## src/hw/display_macros.svh

```systemverilog
`ifndef DISPLAY_MACROS_SVH
`define DISPLAY_MACROS_SVH

// Matrix geometry.
`define PIXEL_WIDTH     4
`define PIXEL_HEIGHT    3
`define BYTES_PER_PIXEL 3   // One byte per colour.

`define FRAME_BYTES (`PIXEL_WIDTH * `PIXEL_HEIGHT * `BYTES_PER_PIXEL)

// Counter widths, never below one bit.
`define ROW_BITS    ((`PIXEL_HEIGHT > 1) ? $clog2(`PIXEL_HEIGHT) : 1)
`define COLUMN_BITS ((`PIXEL_WIDTH > 1) ? $clog2(`PIXEL_WIDTH) : 1)
`define PIXEL_BITS  ((`BYTES_PER_PIXEL > 1) ? $clog2(`BYTES_PER_PIXEL) : 1)

// Byte address into the frame buffer.
`define ADDR_BITS   ($clog2(`FRAME_BYTES))

`endif

```

## src/hw/display_pkg.sv

```systemverilog
`default_nettype none

package display_pkg;

    // First byte of every host command.
    typedef enum logic [7:0] {
        CMD_NOP        = 8'h00,
        CMD_READFRAME  = 8'h01,
        CMD_BRIGHTNESS = 8'h02,
        CMD_SCAN       = 8'h03
    } cmd_opcode_e;

    typedef enum logic [1:0] {
        DISPATCH_IDLE,
        DISPATCH_FRAME,
        DISPATCH_BRIGHTNESS
    } dispatch_state_e;

    typedef enum logic [1:0] {
        LOADER_PRIME,
        LOADER_READ,
        LOADER_DONE
    } loader_state_e;

    typedef enum logic {
        SCAN_IDLE,
        SCAN_RUN
    } scan_state_e;

endpackage

`default_nettype wire

```

## src/hw/cmd_dispatch.sv

```systemverilog
`timescale 1ns/100ps
`default_nettype none
`include "display_macros.svh"

module cmd_dispatch
    import display_pkg::*;
(
    input  wire        clk,
    input  wire        reset,
    input  wire  [7:0] data_in,
    input  wire        data_valid,
    input  wire        frame_loaded,
    input  wire        scan_busy,
    output logic       loader_enable,
    output logic       scan_start,
    output logic [7:0] brightness,
    output logic       loading
);

    dispatch_state_e state;
    cmd_opcode_e     opcode;
    logic            decode;

    assign opcode = cmd_opcode_e'(data_in);

    // The cycle of the loader's done pulse is already free for a new opcode.
    assign decode = data_valid &&
                    ((state == DISPATCH_IDLE) || (state == DISPATCH_FRAME && frame_loaded));

    assign loader_enable = data_valid && (state == DISPATCH_FRAME) && !frame_loaded;
    assign loading       = (state == DISPATCH_FRAME);

    always_ff @(posedge clk or posedge reset) begin
        if (reset) begin
            state      <= DISPATCH_IDLE;
            brightness <= 8'hff;    // Full scale.
            scan_start <= 1'b0;
        end else begin
            scan_start <= 1'b0;
            case (state)
                DISPATCH_FRAME: begin
                    if (frame_loaded) begin
                        state <= DISPATCH_IDLE;
                    end
                end
                DISPATCH_BRIGHTNESS: begin
                    if (data_valid) begin
                        brightness <= data_in;
                        state      <= DISPATCH_IDLE;
                    end
                end
                default: ;
            endcase

            if (decode) begin
                case (opcode)
                    CMD_READFRAME:  state <= DISPATCH_FRAME;
                    CMD_BRIGHTNESS: state <= DISPATCH_BRIGHTNESS;
                    CMD_SCAN:       scan_start <= !scan_busy;   // Dropped mid-scan.
                    default: ;                                  // NOP and unknown codes.
                endcase
            end
        end
    end

    // Loader only finishes a frame that was handed to it.
    assert property (@(posedge clk) disable iff (reset)
        frame_loaded |-> state == DISPATCH_FRAME);

endmodule

`default_nettype wire

```

## src/hw/frame_loader.sv

```systemverilog
`timescale 1ns/100ps
`default_nettype none
`include "display_macros.svh"

module frame_loader
    import display_pkg::*;
(
    input  wire                     clk,
    input  wire                     reset,
    input  wire  [7:0]              data_in,
    input  wire                     enable,
    output logic [`ROW_BITS-1:0]    row,
    output logic [`COLUMN_BITS-1:0] column,
    output logic [`PIXEL_BITS-1:0]  pixel,
    output logic [7:0]              data_out,
    output logic                    ram_write_enable,
    output logic                    ram_access_start,
    output logic                    done
);

    loader_state_e           state;
    logic [`ROW_BITS-1:0]    row_next;
    logic [`COLUMN_BITS-1:0] column_next;
    logic [`PIXEL_BITS-1:0]  pixel_next;
    logic                    last_byte;
    logic                    take_byte;

    assign take_byte = enable && (state != LOADER_DONE);

    // Pixel first, then column, then row, all counting down.
    always_comb begin
        row_next    = row;
        column_next = column;
        pixel_next  = pixel - 1'b1;
        if (pixel == '0) begin
            pixel_next = (`PIXEL_BITS)'(`BYTES_PER_PIXEL - 1);
            if (column == '0) begin
                column_next = (`COLUMN_BITS)'(`PIXEL_WIDTH - 1);
                row_next    = row - 1'b1;
            end else begin
                column_next = column - 1'b1;
            end
        end
    end

    assign last_byte = (row_next == '0) && (column_next == '0) && (pixel_next == '0);

    always_ff @(posedge clk or posedge reset) begin
        if (reset) begin
            state            <= LOADER_PRIME;
            row              <= '0;
            column           <= '0;
            pixel            <= '0;
            ram_write_enable <= 1'b0;
            ram_access_start <= 1'b0;
            done             <= 1'b0;
        end else begin
            done <= 1'b0;
            case (state)
                LOADER_PRIME: begin
                    if (enable) begin
                        // First byte goes to the top corner.
                        row              <= (`ROW_BITS)'(`PIXEL_HEIGHT - 1);
                        column           <= (`COLUMN_BITS)'(`PIXEL_WIDTH - 1);
                        pixel            <= (`PIXEL_BITS)'(`BYTES_PER_PIXEL - 1);
                        ram_write_enable <= 1'b1;
                        ram_access_start <= !ram_access_start;
                        state            <= LOADER_READ;
                    end
                end
                LOADER_READ: begin
                    if (enable) begin
                        row              <= row_next;
                        column           <= column_next;
                        pixel            <= pixel_next;
                        ram_access_start <= !ram_access_start;
                        if (last_byte) begin
                            done  <= 1'b1;
                            state <= LOADER_DONE;
                        end
                    end
                end
                default: begin
                    // Address 0 is being written this cycle.
                    ram_write_enable <= 1'b0;
                    state            <= LOADER_PRIME;
                end
            endcase
        end
    end

    always_ff @(posedge clk) begin
        if (take_byte) begin
            data_out <= data_in;
        end
    end

    assert property (@(posedge clk) disable iff (reset)
        row < `PIXEL_HEIGHT && column < `PIXEL_WIDTH && pixel < `BYTES_PER_PIXEL);

endmodule

`default_nettype wire

```

## src/hw/frame_buffer.sv

```systemverilog
`timescale 1ns/100ps
`default_nettype none
`include "display_macros.svh"

module frame_buffer (
    input  wire                     clk,
    input  wire                     reset,
    input  wire  [`ROW_BITS-1:0]    row,
    input  wire  [`COLUMN_BITS-1:0] column,
    input  wire  [`PIXEL_BITS-1:0]  pixel,
    input  wire  [7:0]              wr_data,
    input  wire                     write_enable,
    input  wire                     access_start,
    input  wire  [`ADDR_BITS-1:0]   rd_addr,
    output logic [7:0]              rd_data
);

    logic [7:0]            mem [`FRAME_BYTES];
    logic                  toggle_q;
    logic                  write_fire;
    logic [`ADDR_BITS-1:0] wr_addr;

    // Row-major byte index.
    assign wr_addr = (`ADDR_BITS)'((row * `PIXEL_WIDTH + column) * `BYTES_PER_PIXEL + pixel);

    assign write_fire = write_enable && (access_start != toggle_q);

    always_ff @(posedge clk or posedge reset) begin
        if (reset) begin
            toggle_q <= 1'b0;
        end else begin
            toggle_q <= access_start;
        end
    end

    always_ff @(posedge clk) begin
        if (write_fire) begin
            mem[wr_addr] <= wr_data;
        end
        rd_data <= mem[rd_addr];  // One cycle read latency.
    end

    assert property (@(posedge clk) disable iff (reset)
        write_fire |-> wr_addr < `FRAME_BYTES);

    // The loader never moves the strobe with writes switched off.
    assert property (@(posedge clk) disable iff (reset)
        (access_start != toggle_q) |-> write_enable);

endmodule

`default_nettype wire

```

## src/hw/frame_scanout.sv

```systemverilog
`timescale 1ns/100ps
`default_nettype none
`include "display_macros.svh"

module frame_scanout
    import display_pkg::*;
(
    input  wire                   clk,
    input  wire                   reset,
    input  wire                   scan_start,
    input  wire  [7:0]            brightness,
    input  wire  [7:0]            rd_data,
    output logic [`ADDR_BITS-1:0] rd_addr,
    output logic [7:0]            scan_data,
    output logic                  scan_valid,
    output logic                  scan_done,
    output logic                  scan_busy
);

    scan_state_e state;
    logic        last_addr;
    logic [15:0] product;

    assign last_addr = (rd_addr == (`ADDR_BITS)'(`FRAME_BYTES - 1));

    // Upper byte of the scaled value.
    assign product   = rd_data * brightness;
    assign scan_data = product[15:8];

    // Covers the byte still in the RAM pipeline.
    assign scan_busy = (state == SCAN_RUN) || scan_valid;

    always_ff @(posedge clk or posedge reset) begin
        if (reset) begin
            state      <= SCAN_IDLE;
            rd_addr    <= '0;
            scan_valid <= 1'b0;
            scan_done  <= 1'b0;
        end else begin
            scan_valid <= (state == SCAN_RUN);  // Matches rd_data.
            scan_done  <= (state == SCAN_RUN) && last_addr;
            case (state)
                SCAN_IDLE: begin
                    if (scan_start) begin
                        rd_addr <= '0;
                        state   <= SCAN_RUN;
                    end
                end
                default: begin
                    if (last_addr) begin
                        state <= SCAN_IDLE;
                    end else begin
                        rd_addr <= rd_addr + 1'b1;
                    end
                end
            endcase
        end
    end

    // In idle, valid only lingers for the final byte of the frame.
    assert property (@(posedge clk) disable iff (reset)
        (state == SCAN_IDLE && scan_valid) |-> scan_done);

endmodule

`default_nettype wire

```

## src/hw/display_ctrl_top.sv

```systemverilog
`timescale 1ns/100ps
`default_nettype none
`include "display_macros.svh"

module display_ctrl_top (
    input  wire        clk,
    input  wire        reset,
    input  wire  [7:0] data_in,
    input  wire        data_valid,
    output logic [7:0] scan_data,
    output logic       scan_valid,
    output logic       scan_done,
    output logic       frame_done,
    output logic       busy
);

    logic                    loader_enable;
    logic                    scan_start;
    logic [7:0]              brightness;
    logic                    loading;
    logic                    scan_busy;
    logic [`ROW_BITS-1:0]    row;
    logic [`COLUMN_BITS-1:0] column;
    logic [`PIXEL_BITS-1:0]  pixel;
    logic [7:0]              wr_data;
    logic                    ram_write_enable;
    logic                    ram_access_start;
    logic [`ADDR_BITS-1:0]   rd_addr;
    logic [7:0]              rd_data;

    assign busy = loading || scan_busy;

    cmd_dispatch u_dispatch (
        .clk           (clk),
        .reset         (reset),
        .data_in       (data_in),
        .data_valid    (data_valid),
        .frame_loaded  (frame_done),   // Same pulse ends the frame command.
        .scan_busy     (scan_busy),
        .loader_enable (loader_enable),
        .scan_start    (scan_start),
        .brightness    (brightness),
        .loading       (loading)
    );

    frame_loader u_loader (
        .clk              (clk),
        .reset            (reset),
        .data_in          (data_in),
        .enable           (loader_enable),
        .row              (row),
        .column           (column),
        .pixel            (pixel),
        .data_out         (wr_data),
        .ram_write_enable (ram_write_enable),
        .ram_access_start (ram_access_start),
        .done             (frame_done)
    );

    frame_buffer u_buffer (
        .clk          (clk),
        .reset        (reset),
        .row          (row),
        .column       (column),
        .pixel        (pixel),
        .wr_data      (wr_data),
        .write_enable (ram_write_enable),
        .access_start (ram_access_start),
        .rd_addr      (rd_addr),
        .rd_data      (rd_data)
    );

    frame_scanout u_scanout (
        .clk        (clk),
        .reset      (reset),
        .scan_start (scan_start),
        .brightness (brightness),
        .rd_data    (rd_data),
        .rd_addr    (rd_addr),
        .scan_data  (scan_data),
        .scan_valid (scan_valid),
        .scan_done  (scan_done),
        .scan_busy  (scan_busy)
    );

endmodule

`default_nettype wire

```

## config.mk

```make
export PLATFORM = sky130hd
export DESIGN_NAME = display_ctrl_top
export DESIGN_NICKNAME = d
export VERILOG_FILES = /design/src/hw/display_pkg.sv /design/src/hw/cmd_dispatch.sv /design/src/hw/frame_loader.sv /design/src/hw/frame_buffer.sv /design/src/hw/frame_scanout.sv /design/src/hw/display_ctrl_top.sv
export VERILOG_INCLUDE_DIRS = /design/src /design/src/hw
export SDC_FILE = /design/constraint.sdc
export NUM_CORES = 1
export LEC_CHECK = 0
export ABC_AREA = 1
export BUFFER_PORTS_ARGS = -buffer_cell sky130_fd_sc_hd__buf_4
export CAP_MARGIN = 30
export CORE_MARGIN = 8
export CORE_UTILIZATION = 50
export CTS_BUF_LIST = sky130_fd_sc_hd__clkbuf_2 sky130_fd_sc_hd__clkbuf_4 sky130_fd_sc_hd__clkbuf_8
export DETAILED_ROUTE_END_ITERATION = 10
export PLACE_DENSITY = 0.65
export SLEW_MARGIN = 25
export SYNTH_ARGS = -nofsm -noshare
export SYNTH_HDL_FRONTEND = slang
export SYNTH_SLANG_ARGS = --single-unit
```

## constraint.sdc

```tcl
create_clock -name clk -period 10.8 [get_ports clk]
set_input_delay 0.54 -clock clk [delete_from_list [all_inputs] [get_ports clk]]
set_output_delay 0.54 -clock clk [all_outputs]
set_load 0.03 [all_outputs]
```

After elaboration in Yosys (flattened, before gate mapping) --
Memory sizes are Yosys's and may differ from the RTL's. A register that Yosys moved wholly into a read port is not among the register bits. Index checks and enable logic that the tools add are counted.
Storage, ports and cells: output and inout port bits 12, bits in registers 40, input bits 11, memories kept 1, RAM bits 288
Memories:
- u_buffer.mem | depth 36, width 8, read ports 1, clocked after Yosys merged registers in 1, write ports 1, line frame_buffer.sv:18 | logic [7:0] mem [`FRAME_BYTES];
Operators by class: bitwise operators 1, reduce and logical (&&, ||, !) cells 31, add/sub/neg operators 6, eq/ne operators 13, mux-type cells 37, multipliers 2
Operator list (count):
- 32-bit by 2-bit multiplier with 6-bit output (second input constant) | 1
- 2-bit 2-to-1 mux | 16
- 2-bit case mux with 2 select lines | 6
- 6-bit 2-to-1 mux | 3
- 8-bit by 2-bit equality test with 1-bit output (second input constant) | 2
- 8-bit by 8-bit multiplier with 16-bit output | 1
- 2-bit logical NOT | 7
- 1-bit 2-to-1 mux | 11
- 1-bit logical AND | 9
- 8-bit by 1-bit equality test with 1-bit output (second input constant) | 1
- 2-bit AND reduction | 4
- 6-bit by 1-bit adder with 6-bit output (second input constant) | 1
- 6-bit by 2-bit adder with 6-bit output | 1
- 6-bit equality test (second input constant) | 1
- 2-bit by 1-bit != test with 1-bit output (second input constant) | 3
- 3-bit AND reduction | 2
- 2-bit by 1-bit subtractor with 2-bit output (second input constant) | 3
- 4-bit by 2-bit adder with 5-bit output | 1
- 2-bit by 1-bit equality test with 1-bit output (second input constant) | 2
- 2-bit != test (second input constant) | 2
- 2-bit nonzero test | 2
- 1-bit logical NOT | 3
- 1-bit logical OR | 3
- 2-bit equality test (second input constant) | 1
- other kinds (4) | 4

Depth between registers and ports, before layout --
depth in word-level cells 9, gate-level depth with buffers 20, depth with buffers taken out 19

Hierarchy --
Synthesis repeated with hierarchy kept, for this count alone.
Second synthesis, totals: cell total of the unflattened synthesis 1575, area, all modules 16254.3 µm²
By module, submodules not included:
- frame_buffer | instances 1, area each 12156.7 µm², seq. area each 8833.5 µm², cells an instance 1038
- frame_scanout | instances 1, area each 2625.0 µm², seq. area each 225.2 µm², cells an instance 378
- frame_loader | instances 1, area each 837.1 µm², seq. area each 515.5 µm², cells an instance 80
- cmd_dispatch | instances 1, area each 624.3 µm², seq. area each 285.3 µm², cells an instance 76
- display_ctrl_top | instances 1, area each 11.3 µm², seq. area each 0.0 µm², cells an instance 3

Worst setup path after synthesis --
No wires, ideal clock.
path kind reg-to-output, from register u_dispatch.brightness[5], to output scan_data[5], data required time 10.260 ns, stages on the path, launching flop included 14, slack 6.208 ns, data arrival time 4.052 ns, path buffers 1, path through dfstp_2 -> clkbuf_1 -> nand2_1 -> fa_1 -> fa_1 -> fa_1 -> fa_1 -> inv_1 -> ha_1 -> nand2_1 -> o21ai_0 -> a21oi_1 -> nand2_1 -> xor2_1
On the way: cells in the longest elaborated chain, start to end 1
RTL lines:
- start, declared | line cmd_dispatch.sv:16 | output logic [7:0] brightness,
- start signal, assigned | line cmd_dispatch.sv:48 | brightness <= data_in;
- 8-bit by 8-bit multiplier with 16-bit output | line frame_scanout.sv:27 | assign product = rd_data * brightness;
- end, declared | line display_ctrl_top.sv:10 | output logic [7:0] scan_data,
Every way passes these cells.

Worst setup path after layout --
Same ends and word-level chain as after synthesis.

==> results_dict.tcl <==
set metrics [dict create \
    drtPass1Iterations 5 \
    p_sw_w 0.00217 \
    worst_r2r_endpoint "u_buffer.mem[24][5]$_DFFE_PP_" \
    path_class "reg2out" \
    fin_skew_ps 28.1 \
    cp_max_fo 9 \
    use_met3_pct 2.73 \
    coreArea_sq_um 32500 \
    holdBufCountCts 0 \
    final_common_cell "nand2_1" \
    endpoint_kind "primary output" \
    pwr-share-clk_pct 20.5 \
    vias 11000 \
    ys.flop_type "edfxtp_1" \
    grt_antenna_before_repair 0 \
    netSwitchingFraction_pct 42.8 \
    hold_violations 0 \
    syn_area_sq_um 16400 \
    power_frac_comb_pct 46.7 \
    n_antenna_cell 0 \
    nFillCells 2833 \
    syn_to_final_growth_pct 9.29 \
    ctsResizeCount 0 \
    power.internal_w 0.00291 \
    die_w_um 197 \
    h-tree-depth 2 \
    worstSetupStartpoint "u_dispatch.brightness[5]$_DFFE_PP1P_" \
    finalNonFillerCells 2163 \
    rows 66 \
    cts_buffer_depth 3 \
    status "finished, final reports clean" \
    holdCritPathClass "in2async" \
    p_seq_share_pct 32.8 \
    start_util_pct 50.6 \
    synth-seq-cells 336 \
    synth-seq-area-share_pct 60.0 \
    setup.worst_path.start_class "flip-flop" \
    finalSetupViolCount 0 \
    fmax_mhz 198 \
    r2r_setup_slack_ps 7440 \
    maxCapViolCount 0 \
    slew_headroom_pct 36.6 \
    period_needed_ps 5060 \
    gp_congestion 0.825 \
    reg2reg_from "u_loader.column[0]$_DFFE_PP0P_" \
    cts_buffers 52 \
    grt_pass1_wl_um 58900 \
    pin_count 23 \
    antenna_left 0 \
    final_area_sq_um 17900 \
    synth_cells 1664 \
    drtIter0Drc 830 \
    critPathRequiredTime_ps 10260 \
    cts_root_buf "clkbuf_8" \
    power_density_nw_per_um2 283 \
    drc 0 \
    die_y_um 197 \
    fin_crit_sh_pct 46.8 \
    irDropWorstVdd_uv 362 \
    dpl_cell_area_sq_um 16900 \
    port_buffers 22 \
    tightest_slew_ps 951 \
    clk_pin_slew_ps 70 \
    tritoncts "yes" \
    use_met1_pct 25.2 \
    syn_area_per_cell_sq_um 9.87 \
    hpwl_um 23100 \
    grt_busiest_layer "met2" \
    setup_tns_ps 0 \
    die-area_sq_um 38900 \
    grt_pass1_vias 10900 \
    grt_util_all_layers_pct 19.3 \
    synth_edf_count 296 \
    grt-ovfl-total 0 \
    avgViaCountPerCell 5.09 \
    synthArstFlopShare_pct 9.52 \
    fin_nets 1779 \
    clock_sinks 336 \
    r2r_cells 8 \
    hold_slack_ps 51.8 \
    slew_viol_final 0 \
    grt_max_degree 90 \
    wl_um 37100 \
    arrival_ps 4520 \
    layout-drive-gt1-share_pct 7.44 \
    synth_cell_types 36 \
    post-place-cells 2070 \
    ys_warn_count 0 \
    wire_per_inst_um 17.1 \
    cts_setup_buffers 0 \
    grtUsageMet2_pct 32.3 \
    clk_latency_ps 580 \
    rsz0062_at_grt "no" \
    final_cell_mix "nand2_1 (486), edfxtp_1 (296), inv_1 (245)" \
    leakage_nw 7.86 \
    synth.net_count 1760 \
]
metrics by stage:
stage                     utilization [%]  worst slack, ps  power, W
after global placement               52.1             6400   0.00404
final                                55.3             5740   0.00508
after detailed placement             52.1             6340   0.00406
after CTS                            55.2             5730   0.00511
after global routing                 55.3             5480   0.00550
after floorplan                         -             6210   0.00343
worst max-delay path, cell delays in order, from the launching register on:
cell	delay [ps]
dfstp_2	620
nand2_1	100
fa_1	570
fa_1	430
fa_1	460
fa_1	490
inv_1	40
ha_1	350
nand2_1	140
o21ai_0	250
a21oi_1	110
nand2_1	80
xor2_1	150
buf_4	180
routing by layer:
metal	wire length (um)	up-vias
met3	1880	74
met1	16100	5218
met4	1200	0
met2	17900	295
li1	-	5420
met5	0	-
layout make-up:
cell class                      instances  area [sq um]  area share, %
Tap cell                              442           553           3.08
Inverter                              251           943           5.26
Timing Repair Buffer                   37           290           1.62
Clock inverter                         26           181           1.01
Sequential cell                       336          9860           55.0
Clock buffer                           66           827           4.61
Multi-Input combinational cell       1005          5290           29.5
cell usage after synthesis, drive strengths merged (3+ instances only):
cell type	count	area, sq um
nand2	486	1820
edfxtp	296	8890
inv	250	938
nand3	174	871
nor2	132	498
buf	48	243
ha	48	601
o21ai	45	225
fa	37	741
a21oi	35	175
clkbuf	24	90.1
dfrtp	24	601
o22ai	10	62.6
dfstp	8	210
dfxtp	8	160
xor2	8	70.1
nand4	5	31.3
nor3	4	20.0
a21o	3	22.5
a22oi	3	22.5
nand3b	3	22.5
sequential cells by signal, indices dropped and copies added, names as in the netlist:
| signal | count |
|---|---|
| u_loader.ram_access_start | 1 |
| u_loader.ram_write_enable | 1 |
| u_dispatch.scan_start | 1 |
| u_scanout.rd_addr | 6 |
| u_buffer.toggle_q | 1 |
| u_buffer.mem | 288 |
| u_loader.done | 1 |
| u_dispatch.state | 2 |
| u_loader.pixel | 2 |
| u_scanout.scan_valid | 1 |
| u_loader.column | 2 |
| u_loader.data_out | 8 |
| u_dispatch.brightness | 8 |
| u_loader.row | 2 |
| u_scanout.scan_done | 1 |
| u_buffer.rd_data | 8 |
| u_scanout.state | 1 |
| u_loader.state | 2 |
power groups by stage:
| stage | Combinational (W) | Sequential, W | Clock [W] |
|---|---|---|---|
| after CTS | 0.00239 | 0.00167 | 0.00106 |
| after global placement | 0.00235 | 0.00169 | 0 |
| after global routing | 0.00271 | 0.00168 | 0.00111 |
| after detailed placement | 0.00237 | 0.00169 | 0 |
| final | 0.00237 | 0.00167 | 0.00104 |
| after floorplan | 0.00185 | 0.00158 | 0 |
cell families after synthesis:
family / count (synthesis) / synth area share, %
mux: 2 / 0.137
compound gates: 102 / 3.38
simple gates: 806 / 20.0
fa+ha+maj: 85 / 8.17
xor+xnor: 10 / 0.533
flops: 336 / 60.0
buf+inv: 323 / 7.76
worst max-delay path by stage:
stage                   endpoint  slack, ps  depth (start not counted)
floorplan           scan_data[5]       6210                         13
global placement    scan_data[6]       6400                         14
detailed placement  scan_data[5]       6340                         13
CTS                 scan_data[5]       5730                         13
global route        scan_data[5]       5480                         15
finish              scan_data[5]       5740                         13
No activity file was read; power rests on OpenSTA's default activity.
